**config.mk**
```make
export PLATFORM = sky130hd
export DESIGN_NAME = csr_top
export DESIGN_NICKNAME = d
export VERILOG_FILES = /design/src/hw/csr_pkg.sv /design/src/hw/trap_pkg.sv /design/src/hw/csr_top.sv /design/src/hw/csr_save_regs.sv /design/src/hw/csr_timer.sv /design/src/hw/csr_int_ctrl.sv /design/src/hw/csr_trap_regs.sv /design/src/hw/csr_access_decode.sv
export SDC_FILE = /design/constraint.sdc
export NUM_CORES = 1
export LEC_CHECK = 0
export BUFFER_PORTS_ARGS = -buffer_cell sky130_fd_sc_hd__buf_2
export CAP_MARGIN = 10
export CORE_UTILIZATION = 40
export CTS_BUF_LIST = sky130_fd_sc_hd__clkbuf_2
export DETAILED_ROUTE_END_ITERATION = 8
export GPL_TIMING_DRIVEN = 0
export RECOVER_POWER = 50
export SLEW_MARGIN = 20
export SYNTH_ARGS = -nofsm -noshare
export SYNTH_HDL_FRONTEND = slang
export SYNTH_SLANG_ARGS = --single-unit
```
**constraint.sdc**
```tcl
create_clock -name clk -period 3.22 [get_ports clk]
set_clock_uncertainty 0.05 [all_clocks]
set_input_delay 0 -clock clk [delete_from_list [all_inputs] [get_ports clk]]
set_output_delay 0 -clock clk [all_outputs]
set_load 0.02 [all_outputs]
```
**src/hw/csr_pkg.sv**
```systemverilog
`default_nettype none

package csr_pkg;

    localparam int CSR_NUM_W  = 14;
    localparam int CSR_DATA_W = 32;

    typedef logic [CSR_DATA_W-1:0] csr_data_t;

    // csr numbers kept in this core
    typedef enum logic [CSR_NUM_W-1:0] {
        CSR_CRMD   = 14'h000,
        CSR_PRMD   = 14'h001,
        CSR_ECFG   = 14'h004,
        CSR_ESTAT  = 14'h005,
        CSR_ERA    = 14'h006,
        CSR_BADV   = 14'h007,
        CSR_EENTRY = 14'h00c,
        CSR_SAVE0  = 14'h030,
        CSR_SAVE1  = 14'h031,
        CSR_SAVE2  = 14'h032,
        CSR_SAVE3  = 14'h033,
        CSR_TCFG   = 14'h041,
        CSR_TVAL   = 14'h042,
        CSR_TICLR  = 14'h044
    } csr_addr_e;

    typedef struct packed {
        csr_data_t wmask;
        csr_data_t wvalue;
    } csr_wr_t;

    // one strobe per writable register, tval is read only
    typedef struct packed {
        logic       crmd;
        logic       prmd;
        logic       ecfg;
        logic       estat;
        logic       era;
        logic       badv;
        logic       eentry;
        logic [3:0] save;
        logic       tcfg;
        logic       ticlr;
    } csr_strobe_t;

    localparam int INT_W        = 13;  // pending / enable word
    localparam int IS_SW_W      = 2;   // software interrupt bits
    localparam int TIMER_IS_BIT = 11;
    localparam int TCFG_INIT_W  = 30;
    localparam int TCFG_EN_BIT  = 0;
    localparam int TCFG_PER_BIT = 1;
    localparam int TICLR_CLR_BIT = 0;

    localparam logic [INT_W-1:0] LIE_WRITABLE = 13'h1bff;  // bit 10 reserved

    localparam csr_data_t CRMD_WMASK   = 32'h0000_0007;  // plv, ie
    localparam csr_data_t PRMD_WMASK   = 32'h0000_0007;  // pplv, pie
    localparam csr_data_t ESTAT_WMASK  = 32'h0000_0003;  // sw is only
    localparam csr_data_t EENTRY_WMASK = 32'hffff_ffc0;
    localparam csr_data_t ALL_WMASK    = 32'hffff_ffff;

    // masked merge, then clip to the writable bits of the register
    function automatic csr_data_t csr_merge(csr_data_t old_val, csr_wr_t wr,
                                            csr_data_t writable);
        return ((wr.wmask & wr.wvalue) | (~wr.wmask & old_val)) & writable;
    endfunction

endpackage

`default_nettype wire
```
**src/hw/trap_pkg.sv**
```systemverilog
`default_nettype none

package trap_pkg;

    // primary exception codes
    typedef enum logic [5:0] {
        ECODE_INT = 6'h00,
        ECODE_ADE = 6'h08,
        ECODE_ALE = 6'h09,
        ECODE_SYS = 6'h0b,
        ECODE_BRK = 6'h0c,
        ECODE_INE = 6'h0d,
        ECODE_IPE = 6'h0e
    } ecode_e;

    localparam logic [8:0] ESUB_ADEF = 9'h000;  // fetch address error

    // exception report from write-back
    typedef struct packed {
        logic               ex;
        ecode_e             ecode;
        logic [8:0]         esubcode;
        csr_pkg::csr_data_t pc;
        csr_pkg::csr_data_t vaddr;
    } trap_in_t;

    typedef struct packed {
        csr_pkg::csr_data_t crmd;
        csr_pkg::csr_data_t prmd;
        csr_pkg::csr_data_t estat;   // cause fields only
        csr_pkg::csr_data_t era;
        csr_pkg::csr_data_t badv;
        csr_pkg::csr_data_t eentry;
    } trap_view_t;

    typedef struct packed {
        csr_pkg::csr_data_t              ecfg;
        logic [csr_pkg::INT_W-1:0]       pending;
    } int_view_t;

    typedef struct packed {
        csr_pkg::csr_data_t tcfg;
        csr_pkg::csr_data_t tval;
        logic               ti;
    } timer_view_t;

endpackage

`default_nettype wire

```
**src/hw/csr_top.sv**
```systemverilog
`timescale 1ns/1ps
`default_nettype none

module csr_top #(
    parameter int SAVE_NUM = 4  // 1 to 4
) (
    input  wire logic                          clk,
    input  wire logic                          rst,
    input  wire logic                          csr_re,
    input  wire logic [csr_pkg::CSR_NUM_W-1:0] csr_num,
    output csr_pkg::csr_data_t                 csr_rvalue,
    input  wire logic                          csr_we,
    input  wire csr_pkg::csr_wr_t              csr_wr,
    input  wire trap_pkg::trap_in_t            trap,
    input  wire logic                          ertn_flush,
    output csr_pkg::csr_data_t                 ex_entry,
    output csr_pkg::csr_data_t                 ertn_pc,
    output logic                               has_int
);
    import csr_pkg::*;
    import trap_pkg::*;

    csr_strobe_t                  wr_stb;
    trap_view_t                   trap_v;
    int_view_t                    int_v;
    timer_view_t                  timer_v;
    csr_data_t [SAVE_NUM-1:0]     save_v;
    logic                         crmd_ie;
    logic                         timer_pending;

    csr_access_decode #(
        .SAVE_NUM (SAVE_NUM)
    ) csr_access_decode_i (
        .csr_re     (csr_re),
        .csr_num    (csr_num),
        .csr_we     (csr_we),
        .trap_v     (trap_v),
        .int_v      (int_v),
        .timer_v    (timer_v),
        .save_v     (save_v),
        .wr_stb     (wr_stb),
        .csr_rvalue (csr_rvalue)
    );

    csr_trap_regs csr_trap_regs_i (
        .clk        (clk),
        .rst        (rst),
        .csr_wr     (csr_wr),
        .wr_stb     (wr_stb),
        .trap       (trap),
        .ertn_flush (ertn_flush),
        .trap_v     (trap_v),
        .crmd_ie    (crmd_ie),
        .ex_entry   (ex_entry),
        .ertn_pc    (ertn_pc)
    );

    csr_int_ctrl csr_int_ctrl_i (
        .clk           (clk),
        .rst           (rst),
        .csr_wr        (csr_wr),
        .wr_stb        (wr_stb),
        .crmd_ie       (crmd_ie),
        .timer_pending (timer_pending),
        .int_v         (int_v),
        .has_int       (has_int)
    );

    csr_timer csr_timer_i (
        .clk           (clk),
        .rst           (rst),
        .csr_wr        (csr_wr),
        .wr_stb        (wr_stb),
        .timer_v       (timer_v),
        .timer_pending (timer_pending)
    );

    csr_save_regs #(
        .SAVE_NUM (SAVE_NUM)
    ) csr_save_regs_i (
        .clk    (clk),
        .csr_wr (csr_wr),
        .wr_stb (wr_stb),
        .save_v (save_v)
    );

endmodule

`default_nettype wire

```
**src/hw/csr_save_regs.sv**
```systemverilog
`timescale 1ns/1ps
`default_nettype none

module csr_save_regs #(
    parameter int SAVE_NUM = 4
) (
    input  wire logic                        clk,
    input  wire csr_pkg::csr_wr_t            csr_wr,
    input  wire csr_pkg::csr_strobe_t        wr_stb,
    output csr_pkg::csr_data_t [SAVE_NUM-1:0] save_v
);
    import csr_pkg::*;

    // plain scratch words for the trap handler
    always_ff @(posedge clk) begin
        for (int i = 0; i < SAVE_NUM; i++) begin
            if (wr_stb.save[i]) begin
                save_v[i] <= csr_merge(save_v[i], csr_wr, ALL_WMASK);
            end
        end
    end

endmodule

`default_nettype wire

```
**src/hw/csr_timer.sv**
```systemverilog
`timescale 1ns/1ps
`default_nettype none

module csr_timer (
    input  wire logic                 clk,
    input  wire logic                 rst,
    input  wire csr_pkg::csr_wr_t     csr_wr,
    input  wire csr_pkg::csr_strobe_t wr_stb,
    output trap_pkg::timer_view_t     timer_v,
    output logic                      timer_pending
);
    import csr_pkg::*;
    import trap_pkg::*;

    logic                   tcfg_en;
    logic                   tcfg_periodic;
    logic [TCFG_INIT_W-1:0] tcfg_initval;
    csr_data_t              tcfg_word;
    csr_data_t              tcfg_next;
    csr_data_t              tval;
    logic                   ticlr_hit;

    assign tcfg_word = {tcfg_initval, tcfg_periodic, tcfg_en};
    assign tcfg_next = csr_merge(tcfg_word, csr_wr, ALL_WMASK);

    assign ticlr_hit = wr_stb.ticlr && csr_wr.wmask[TICLR_CLR_BIT]
                       && csr_wr.wvalue[TICLR_CLR_BIT];

    always_ff @(posedge clk) begin
        if (rst) begin
            tcfg_en       <= 1'b0;
            tcfg_periodic <= 1'b0;
            tcfg_initval  <= '0;
        end else if (wr_stb.tcfg) begin
            tcfg_en       <= tcfg_next[TCFG_EN_BIT];
            tcfg_periodic <= tcfg_next[TCFG_PER_BIT];
            tcfg_initval  <= tcfg_next[CSR_DATA_W-1:CSR_DATA_W-TCFG_INIT_W];
        end
    end

    // countdown, all-ones means stopped
    always_ff @(posedge clk) begin
        if (rst) begin
            tval <= '1;
        end else if (wr_stb.tcfg && tcfg_next[TCFG_EN_BIT]) begin
            tval <= {tcfg_next[CSR_DATA_W-1:CSR_DATA_W-TCFG_INIT_W], 2'b00};  // initval*4
        end else if (tcfg_en && tval != '1) begin
            if (tval == '0 && tcfg_periodic) begin
                tval <= {tcfg_initval, 2'b00};
            end else begin
                tval <= tval - 1'b1;  // one-shot wraps to all-ones
            end
        end
    end

    always_ff @(posedge clk) begin
        if (rst) begin
            timer_pending <= 1'b0;
        end else if (tcfg_en && tval == '0) begin
            timer_pending <= 1'b1;  // expiry wins over ticlr
        end else if (ticlr_hit) begin
            timer_pending <= 1'b0;
        end
    end

    assign timer_v = '{tcfg: tcfg_word, tval: tval, ti: timer_pending};

    a_tval_hold: assert property (@(posedge clk) disable iff (rst)
        (!tcfg_en && !wr_stb.tcfg) |=> $stable(tval));

endmodule

`default_nettype wire

```
**src/hw/csr_int_ctrl.sv**
```systemverilog
`timescale 1ns/1ps
`default_nettype none

module csr_int_ctrl (
    input  wire logic                 clk,
    input  wire logic                 rst,
    input  wire csr_pkg::csr_wr_t     csr_wr,
    input  wire csr_pkg::csr_strobe_t wr_stb,
    input  wire logic                 crmd_ie,
    input  wire logic                 timer_pending,
    output trap_pkg::int_view_t       int_v,
    output logic                      has_int
);
    import csr_pkg::*;
    import trap_pkg::*;

    logic [INT_W-1:0]   lie;
    logic [IS_SW_W-1:0] sw_is;
    logic [INT_W-1:0]   pending;
    csr_data_t          ecfg_word;
    csr_data_t          ecfg_next;
    csr_data_t          estat_next;

    assign ecfg_word  = {{(CSR_DATA_W-INT_W){1'b0}}, lie};
    assign ecfg_next  = csr_merge(ecfg_word, csr_wr, {{(CSR_DATA_W-INT_W){1'b0}}, LIE_WRITABLE});
    assign estat_next = csr_merge({{(CSR_DATA_W-IS_SW_W){1'b0}}, sw_is}, csr_wr, ESTAT_WMASK);

    always_ff @(posedge clk) begin
        if (rst) begin
            lie   <= '0;
            sw_is <= '0;
        end else begin
            if (wr_stb.ecfg) begin
                lie <= ecfg_next[INT_W-1:0];
            end
            if (wr_stb.estat) begin
                sw_is <= estat_next[IS_SW_W-1:0];  // swi set/clear by software
            end
        end
    end

    // hw lines and ipi are not wired in this core
    always_comb begin
        pending               = '0;
        pending[IS_SW_W-1:0]  = sw_is;
        pending[TIMER_IS_BIT] = timer_pending;
    end

    assign has_int = (|(pending[TIMER_IS_BIT:0] & lie[TIMER_IS_BIT:0])) & crmd_ie;

    assign int_v = '{ecfg: ecfg_word, pending: pending};

endmodule

`default_nettype wire

```
**src/hw/csr_trap_regs.sv**
```systemverilog
`timescale 1ns/1ps
`default_nettype none

module csr_trap_regs (
    input  wire logic                 clk,
    input  wire logic                 rst,
    input  wire csr_pkg::csr_wr_t     csr_wr,
    input  wire csr_pkg::csr_strobe_t wr_stb,
    input  wire trap_pkg::trap_in_t   trap,
    input  wire logic                 ertn_flush,
    output trap_pkg::trap_view_t      trap_v,
    output logic                      crmd_ie,
    output csr_pkg::csr_data_t        ex_entry,
    output csr_pkg::csr_data_t        ertn_pc
);
    import csr_pkg::*;
    import trap_pkg::*;

    logic [1:0]  crmd_plv;
    logic [1:0]  prmd_pplv;
    logic        prmd_pie;
    ecode_e      estat_ecode;
    logic [8:0]  estat_esub;
    csr_data_t   era;
    csr_data_t   badv;
    logic [25:0] eentry_va;
    csr_data_t   crmd_word;
    csr_data_t   prmd_word;
    csr_data_t   eentry_word;
    csr_data_t   crmd_next;
    csr_data_t   prmd_next;
    csr_data_t   eentry_next;
    logic        addr_err;

    assign crmd_word   = {28'b0, 1'b1, crmd_ie, crmd_plv};  // da fixed at 1
    assign prmd_word   = {29'b0, prmd_pie, prmd_pplv};
    assign eentry_word = {eentry_va, 6'b0};

    assign crmd_next   = csr_merge(crmd_word, csr_wr, CRMD_WMASK);
    assign prmd_next   = csr_merge(prmd_word, csr_wr, PRMD_WMASK);
    assign eentry_next = csr_merge(eentry_word, csr_wr, EENTRY_WMASK);

    assign addr_err = (trap.ecode == ECODE_ADE) || (trap.ecode == ECODE_ALE);

    // trap entry beats ertn, which beats software writes
    always_ff @(posedge clk) begin
        if (rst) begin
            crmd_plv <= 2'd0;
            crmd_ie  <= 1'b0;
        end else if (trap.ex) begin
            crmd_plv <= 2'd0;  // enter kernel with ints off
            crmd_ie  <= 1'b0;
        end else if (ertn_flush) begin
            crmd_plv <= prmd_pplv;
            crmd_ie  <= prmd_pie;
        end else if (wr_stb.crmd) begin
            crmd_plv <= crmd_next[1:0];
            crmd_ie  <= crmd_next[2];
        end
    end

    always_ff @(posedge clk) begin
        if (rst) begin
            estat_ecode <= ECODE_INT;
            estat_esub  <= 9'd0;
        end else if (trap.ex) begin
            estat_ecode <= trap.ecode;
            estat_esub  <= trap.esubcode;
        end
    end

    always_ff @(posedge clk) begin
        if (trap.ex) begin
            prmd_pplv <= crmd_plv;
            prmd_pie  <= crmd_ie;
            era       <= trap.pc;
        end else begin
            if (wr_stb.prmd) begin
                prmd_pplv <= prmd_next[1:0];
                prmd_pie  <= prmd_next[2];
            end
            if (wr_stb.era) begin
                era <= csr_merge(era, csr_wr, ALL_WMASK);
            end
        end
        if (trap.ex && addr_err) begin
            // fetch faults report the pc itself
            badv <= (trap.ecode == ECODE_ADE && trap.esubcode == ESUB_ADEF) ?
                    trap.pc : trap.vaddr;
        end else if (!trap.ex && wr_stb.badv) begin
            badv <= csr_merge(badv, csr_wr, ALL_WMASK);
        end
        if (wr_stb.eentry) begin
            eentry_va <= eentry_next[31:6];
        end
    end

    assign trap_v = '{
        crmd:   crmd_word,
        prmd:   prmd_word,
        estat:  {1'b0, estat_esub, estat_ecode, 16'b0},
        era:    era,
        badv:   badv,
        eentry: eentry_word
    };

    assign ex_entry = eentry_word;
    assign ertn_pc  = era;

    // wb stage may not retire an exception and an ertn together
    a_ex_ertn_excl: assert property (@(posedge clk) disable iff (rst)
        !(trap.ex && ertn_flush));

endmodule

`default_nettype wire

```
**src/hw/csr_access_decode.sv**
```systemverilog
`timescale 1ns/1ps
`default_nettype none

module csr_access_decode #(
    parameter int SAVE_NUM = 4
) (
    input  wire logic                                csr_re,
    input  wire logic [csr_pkg::CSR_NUM_W-1:0]       csr_num,
    input  wire logic                                csr_we,
    input  wire trap_pkg::trap_view_t                trap_v,
    input  wire trap_pkg::int_view_t                 int_v,
    input  wire trap_pkg::timer_view_t               timer_v,
    input  wire csr_pkg::csr_data_t [SAVE_NUM-1:0]   save_v,
    output csr_pkg::csr_strobe_t                     wr_stb,
    output csr_pkg::csr_data_t                       csr_rvalue
);
    import csr_pkg::*;
    import trap_pkg::*;

    always_comb begin
        wr_stb     = '0;
        csr_rvalue = '0;  // unknown numbers read zero
        case (csr_num)
            CSR_CRMD: begin
                wr_stb.crmd = csr_we;
                csr_rvalue  = trap_v.crmd;
            end
            CSR_PRMD: begin
                wr_stb.prmd = csr_we;
                csr_rvalue  = trap_v.prmd;
            end
            CSR_ECFG: begin
                wr_stb.ecfg = csr_we;
                csr_rvalue  = int_v.ecfg;
            end
            CSR_ESTAT: begin
                wr_stb.estat = csr_we;
                // cause fields from trap group, is bits from interrupt group
                csr_rvalue = trap_v.estat | {{(CSR_DATA_W-INT_W){1'b0}}, int_v.pending};
            end
            CSR_ERA: begin
                wr_stb.era = csr_we;
                csr_rvalue = trap_v.era;
            end
            CSR_BADV: begin
                wr_stb.badv = csr_we;
                csr_rvalue  = trap_v.badv;
            end
            CSR_EENTRY: begin
                wr_stb.eentry = csr_we;
                csr_rvalue    = trap_v.eentry;
            end
            CSR_TCFG: begin
                wr_stb.tcfg = csr_we;
                csr_rvalue  = timer_v.tcfg;
            end
            CSR_TVAL:  csr_rvalue = timer_v.tval;  // read only
            CSR_TICLR: wr_stb.ticlr = csr_we;      // clr reads back zero
            default: ;
        endcase
        // only implemented save slots decode
        for (int i = 0; i < SAVE_NUM; i++) begin
            if (csr_num == (CSR_NUM_W'(CSR_SAVE0) + CSR_NUM_W'(i))) begin
                wr_stb.save[i] = csr_we;
                csr_rvalue     = save_v[i];
            end
        end
    end

    a_stb_onehot: assert final ($onehot0(wr_stb));
    // core never reads and writes a csr in one access
    a_no_rw_same: assert final (!(csr_re && wr_stb != '0));

endmodule

`default_nettype wire

```
### Word-level counts from Yosys, hierarchy flattened

Index checks and enable logic that the tools add are counted.

| cells by class | value |
|---|---|
| equality and inequality tests | 16 |
| bitwise operators | 29 |
| add/subtract/negate cells | 1 |
| reduce and logical (&&, ||, !) cells | 22 |
| multiplexer cells | 36 |

Operator list:

| cell | count |
|---|---|
| 32-bit two-way mux | 12 |
| 32-bit bitwise AND | 9 |
| 32-bit one-hot mux with 9 select lines | 1 |
| 32-bit bitwise OR | 8 |
| 14-bit by 3-bit equality test with 1-bit output (second input constant) | 4 |
| 14-bit by 6-bit equality test with 1-bit output (second input constant) | 4 |
| 14-bit by 7-bit equality test with 1-bit output (second input constant) | 3 |
| 32-bit zero test | 1 |
| 32-bit inequality test (second input constant) | 1 |
| 32-bit NOT | 1 |
| 32-bit by 1-bit subtractor with 32-bit output (second input constant) | 1 |
| 31-bit by 12-bit bitwise OR with 31-bit output | 1 |
| 1-bit two-way mux | 19 |
| 14-bit by 1-bit equality test with 1-bit output (second input constant) | 1 |
| 14-bit by 4-bit equality test with 1-bit output (second input constant) | 1 |
| 14-bit zero test | 1 |
| 13-bit bitwise AND | 1 |
| 13-bit bitwise OR | 1 |
| 12-bit bitwise AND | 1 |
| 6-bit by 4-bit equality test with 1-bit output (second input constant) | 2 |
| 2-bit nonzero test | 6 |
| 12-bit OR reduction | 1 |
| 1-bit logical AND | 9 |
| 9-bit zero test | 1 |
| other kinds (9) | 14 |

| word-level totals | value |
|---|---|
| register bits | 318 |

### Depth between registers and ports, before layout

| depth | value |
|---|---|
| depth in word-level cells | 6 |
| gate-level depth with buffers | 9 |

### By module

From an unflattened synthesis, not the netlist that was laid out.

| unflattened totals | value |
|---|---|
| cells, all modules | 2,073 |
| area, all modules | 20,155.6 µm² |

Modules (own cells, without submodules):

| module | instances | seq. area each (µm²) | area each (µm²) | cells an instance |
|---|---|---|---|---|
| csr_trap_regs | 1 | 3,153.0 | 6,626.4 | 638 |
| csr_save_regs | 1 | 3,843.7 | 4,759.6 | 268 |
| csr_access_decode | 1 | 0.0 | 3,985.1 | 575 |
| csr_timer | 1 | 1,301.2 | 3,895.0 | 499 |
| csr_int_ctrl | 1 | 280.3 | 889.6 | 93 |

### Worst setup path after synthesis

Ideal clock, no wire load.

| path | value |
|---|---|
| path type | reg2reg |
| from | reg csr_timer_i.tval[24] |
| to | reg csr_timer_i.tval[8] |
| cell stages (with the launch flop) | 9 |
| arrival time | 2.480 ns |
| setup slack | 0.574 ns |
| period minus slack after synthesis | 2.646 ns |
| path buffers | 3 |
| setup time | 0.115 ns |
| cell sequence | dfxtp_1 buf_6 or4_1 clkbuf_1 or4_4 or3_1 clkbuf_1 or3_1 a31o_1 |

| on the way | value |
|---|---|
| word-level cells in the longest chain between the ends | 5 |
| elaborated cells on any way between the ends | 8 |

RTL lines:

| item | line | RTL |
|---|---|---|
| from (decl) | csr_timer.sv:20 | `csr_data_t tval;` |
| from (signal assigned) | csr_timer.sv:46 | `tval <= {tcfg_next[CSR_DATA_W-1:CSR_DATA_W-TCFG_INIT_W], 2'b00};` |
| from (signal assigned) | csr_timer.sv:49 | `tval <= {tcfg_initval, 2'b00};` |
| from (signal assigned) | csr_timer.sv:51 | `tval <= tval - 1'b1;` |
| 32-bit zero test | csr_timer.sv:48 | `if (tval == '0 && tcfg_periodic) begin` |
| 1-bit logical AND | csr_timer.sv:48 |  |
| 32-bit two-way mux | csr_timer.sv:48 |  |
| 32-bit two-way mux | csr_timer.sv:47 | `end else if (tcfg_en && tval != '1) begin` |
| 32-bit two-way mux | csr_timer.sv:45 | `end else if (wr_stb.tcfg && tcfg_next[TCFG_EN_BIT]) begin` |

Several ways; a longest one is shown, not always the timed one. The select of a mux whose other input is x is not followed.
A chain may end at the register's enable or synchronous reset.

### Worst setup path in the final report

| path | value |
|---|---|
| from | in csr_num[1] (netlist name) |
| to | out csr_rvalue[30] |

| on the way | value |
|---|---|
| word-level cells in the longest chain between the ends | 6 |
| elaborated cells on any way between the ends | 18 |

RTL lines:

| item | line | RTL |
|---|---|---|
| from (decl) | csr_top.sv:10 | `input wire logic [csr_pkg::CSR_NUM_W-1:0] csr_num,` |
| 14-bit by 7-bit equality test with 1-bit output, or another cell as far along | csr_access_decode.sv:23 | `case (csr_num)` |
| 32-bit one-hot mux with 9 select lines | csr_access_decode.sv:23 |  |
| 32-bit two-way mux (3 in a row) | csr_access_decode.sv:63 | `if (csr_num == (CSR_NUM_W'(CSR_SAVE0) + CSR_NUM_W'(i))) begin` |
| 32-bit two-way mux (*) | csr_access_decode.sv:63 |  |
| to (decl) | csr_top.sv:11 | `output csr_pkg::csr_data_t csr_rvalue,` |

Every way passes the cells marked *; elsewhere a longest branch is shown, timed or not.

==> flow_metrics.env <==
export IMPL_status="complete, but fails checks"
export IMPL_violations="negative setup slack"
export IMPL_mostFrequentLayoutCells="352 x dlygate4sd3_1, 230 x clkbuf_1, 221 x edfxtp_1"
export IMPL_via_count=20500
export IMPL_drive_gt1_share_pct=18.0
export IMPL_ios=260
export IMPL_cts_buffers=88
export IMPL_wl_per_cell_um=29.3
export IMPL_p_leak_nw=10.5
export IMPL_synth_distinct_cells=73
export IMPL_cp_end_kind="output pin"
export IMPL_grt_pass1_wl_um=136000
export IMPL_dr_pass1_iters=8
export IMPL_ir_worst_vdd_mv=0.226
export IMPL_async_flop_share_pct=0
export IMPL_die_h_um=215
export IMPL_cp_slowest_stage_delay_ns=0.58
export IMPL_start_util_pct=40.7
export IMPL_drt_iter0_drc=2561
export IMPL_cts_tree="yes"
export IMPL_slowest_stage="nor2b_1"
export IMPL_crit_buf_inv=4
export IMPL_path_depth=9
export IMPL_finalMaxSlewViolations=0
export IMPL_rsz0062_at_grt="true"
export IMPL_root_buffer="clkbuf_2"
export IMPL_min_delay_start="csr_wr[47]"
export IMPL_synth_cells=1923
export IMPL_setup_violations=20
export IMPL_ys_flop_type="edfxtp_1"
export IMPL_min_path_type="primary input to register"
export IMPL_htreeDepth=3
export IMPL_clock_sink_count=318
export IMPL_synth_edf_count=221
export IMPL_syn_area_um2=18100
export IMPL_synth_area_leaders="edfxtp_1 37%, dfxtp_1 11%, mux2i_1 6.0%"
export IMPL_clock_path_buffers=3
export IMPL_io_buffers=251
export IMPL_r2r_setup_slack_ns=0.16
export IMPL_yosysTopAreaCell="edfxtp_1"
export IMPL_ant_nets=0
export IMPL_holdPathStages=6
export IMPL_finalWorstSetupSlack_ns=-0.100
export IMPL_crit_chain="buf_2 -> clkbuf_1 -> nor2b_1 -> nand3_1 -> nor2_4 -> clkbuf_2 -> a221oi_1 -> o21ai_0 -> buf_2"
export IMPL_dieArea_um2=46200
export IMPL_routed_wl_um=96600
export IMPL_cp_required_ns=3.17
export IMPL_dp_cells=2773
export IMPL_period_share_pct=103
export IMPL_path_max_fanout=10
export IMPL_syn_to_final_growth_pct=36.2
export IMPL_clk_latency_ns=1.09
export IMPL_cp_arrival_ns=3.27
export IMPL_maxCapViolCount=0
export IMPL_std_cell_rows=77
export IMPL_ys_ff_latch=318
export IMPL_critPathLaunch="csr_num[1]"
export IMPL_nets=2789
export IMPL_worst_pin_slew_ns=1.29
export IMPL_fillers=4105
export IMPL_grt_start_max_net_pins=13
export IMPL_cp_top_family="simple AND/OR/NAND/NOR gates"
export IMPL_syn_avg_cell_area_um2=9.43
export IMPL_grt_usage_pct=40.8
export IMPL_fin_tns_setup_ns=-0.496
export IMPL_drc=0
export IMPL_r2r_start="csr_timer_i.tval[8]"
export IMPL_crit_path_frequent_cell="buf_2"
export IMPL_core_area_um2=44500
export IMPL_final_common_cell="dlygate4sd3_1"
export IMPL_yosys_warnings=0
export IMPL_cts_clk_slew_worst_paths_ns=0.11
export IMPL_antenna_found_initial=5
export IMPL_critical_path_class="primary input to output pin"
export IMPL_overflow=0
export IMPL_r2r_cells=8
export IMPL_slew_headroom_pct=14.2
export IMPL_dp_hpwl_um=64200
export IMPL_die_w_um=215
export IMPL_power_density_nw_per_um2=370
export IMPL_place_gp_congestion=1.05
export IMPL_synth_top_area_share_pct=36.6
export IMPL_post_cts_buffers=0
export IMPL_start_kind="primary input"
export IMPL_fmax_ghz=0.301
export IMPL_fin_crit_ns=3.32
export IMPL_final_cell_count_no_fill=3295
export IMPL_first_global_vias=20000
export IMPL_synth_yosys_seq_area_share_pct=47.3
export IMPL_final_hold_violation_count=0
export IMPL_vias_per_cell=6.21
[cells in the mapped netlist, types with 5 or more instances]
cell type	n
a32o_1	5
a222oi_1	9
or4_1	7
o2bb2ai_1	14
mux2i_1	108
o21ai_0	164
nand2b_1	15
nor2_1	116
xnor2_1	9
edfxtp_1	221
a311oi_1	11
o31ai_1	7
nand4_1	21
nor3_1	39
a211oi_1	21
inv_1	25
o2111ai_1	6
nand3_1	114
nor4b_1	8
o311ai_0	16
nand2_1	155
nor4_1	21
a22oi_1	67
and3_1	135
a21oi_1	31
a2111oi_0	9
a31oi_1	7
mux2_2	15
and2_1	38
or3_1	6
o31a_1	9
clkbuf_1	185
o211ai_1	10
a221oi_1	9
dfxtp_1	97
a21o_1	33
buf_1	19
buf_4	64
[what timing repair did]
| item | in CTS | in global routing |
|---|---|---|
| hold buffers | 352 | 0 |
| setup endpoints to repair | 42 | 51 |
| resized for setup | 34 | 32 |
| endpoints found under the hold margin | 539 | 0 |
| pin swaps | 0 | 1 |
[through the flow]
stage / hold slack [ns] / cell area (um2) / util (%) / power, W / worst slack (ns)
after floorplan: 0.0489 / 18200 / - / 0.00494 / 0.574
after global placement: 0.207 / 20200 / 45.3 / 0.00540 / -1.18
after detailed placement: 0.212 / 20200 / 45.4 / 0.00541 / -1.23
after CTS: 0.00374 / 24700 / 55.5 / 0.00906 / 0.00446
after global routing: 0.0604 / 24700 / 55.5 / 0.00937 / -0.0594
final: 0.0601 / 24700 / 55.5 / 0.00915 / -0.100
[logic make-up after synthesis]
kind of cell | synth area share (%)
buf+inv | 7.53
fa+ha+maj | 0.207
simple gates | 20.0
compound gates | 17.3
other cells | 0.0207
flops | 47.3
xor+xnor | 0.580
mux | 7.02
[final cells by class]
type	instances	area (um2)	area share, %
clock buffers	145	726	2.94
diodes	4	10.0	0.0405
repair buffers	605	4710	19.1
flip-flops and latches	318	8580	34.7
well taps	592	741	3.00
multi-input cells	1313	8330	33.7
inverters	25	93.8	0.380
plain buffers	272	1330	5.37
clock inverters	21	191	0.775
[worst paths after layout]
kind,endpoint
setup / recovery,csr_rvalue[30]
hold / removal,csr_timer_i.tcfg_initval[13]
hold reg to reg,register
setup reg to reg,csr_timer_i.tval[4]
[worst reg2reg max path: cells and delay by family, from the launching register on]
family | cells | cell delay [ns]
buf+inv | 3 | 1.17
simple gates | 2 | 0.83
flops | 1 | 0.32
compound gates | 3 | 0.62
[routing by layer]
layer | GRT usage, % | wire, um | vias to the layer above
li1 | - | - | 8604
met1 | 49.4 | 35300 | 9769
met2 | 63.9 | 42700 | 1674
met3 | 11.1 | 11800 | 409
met4 | 26.2 | 6880 | 2
met5 | 0 | 13 | -
[where the power goes]
part / switching (W) / internal [W] / total [W]
sequential: 0.0000477 / 0.00443 / 0.00447
clock: 0.00194 / 0.00150 / 0.00344
combinational: 0.000697 / 0.000542 / 0.00124
total: 0.00268 / 0.00647 / 0.00915
Power figures use the tool's default switching activity.
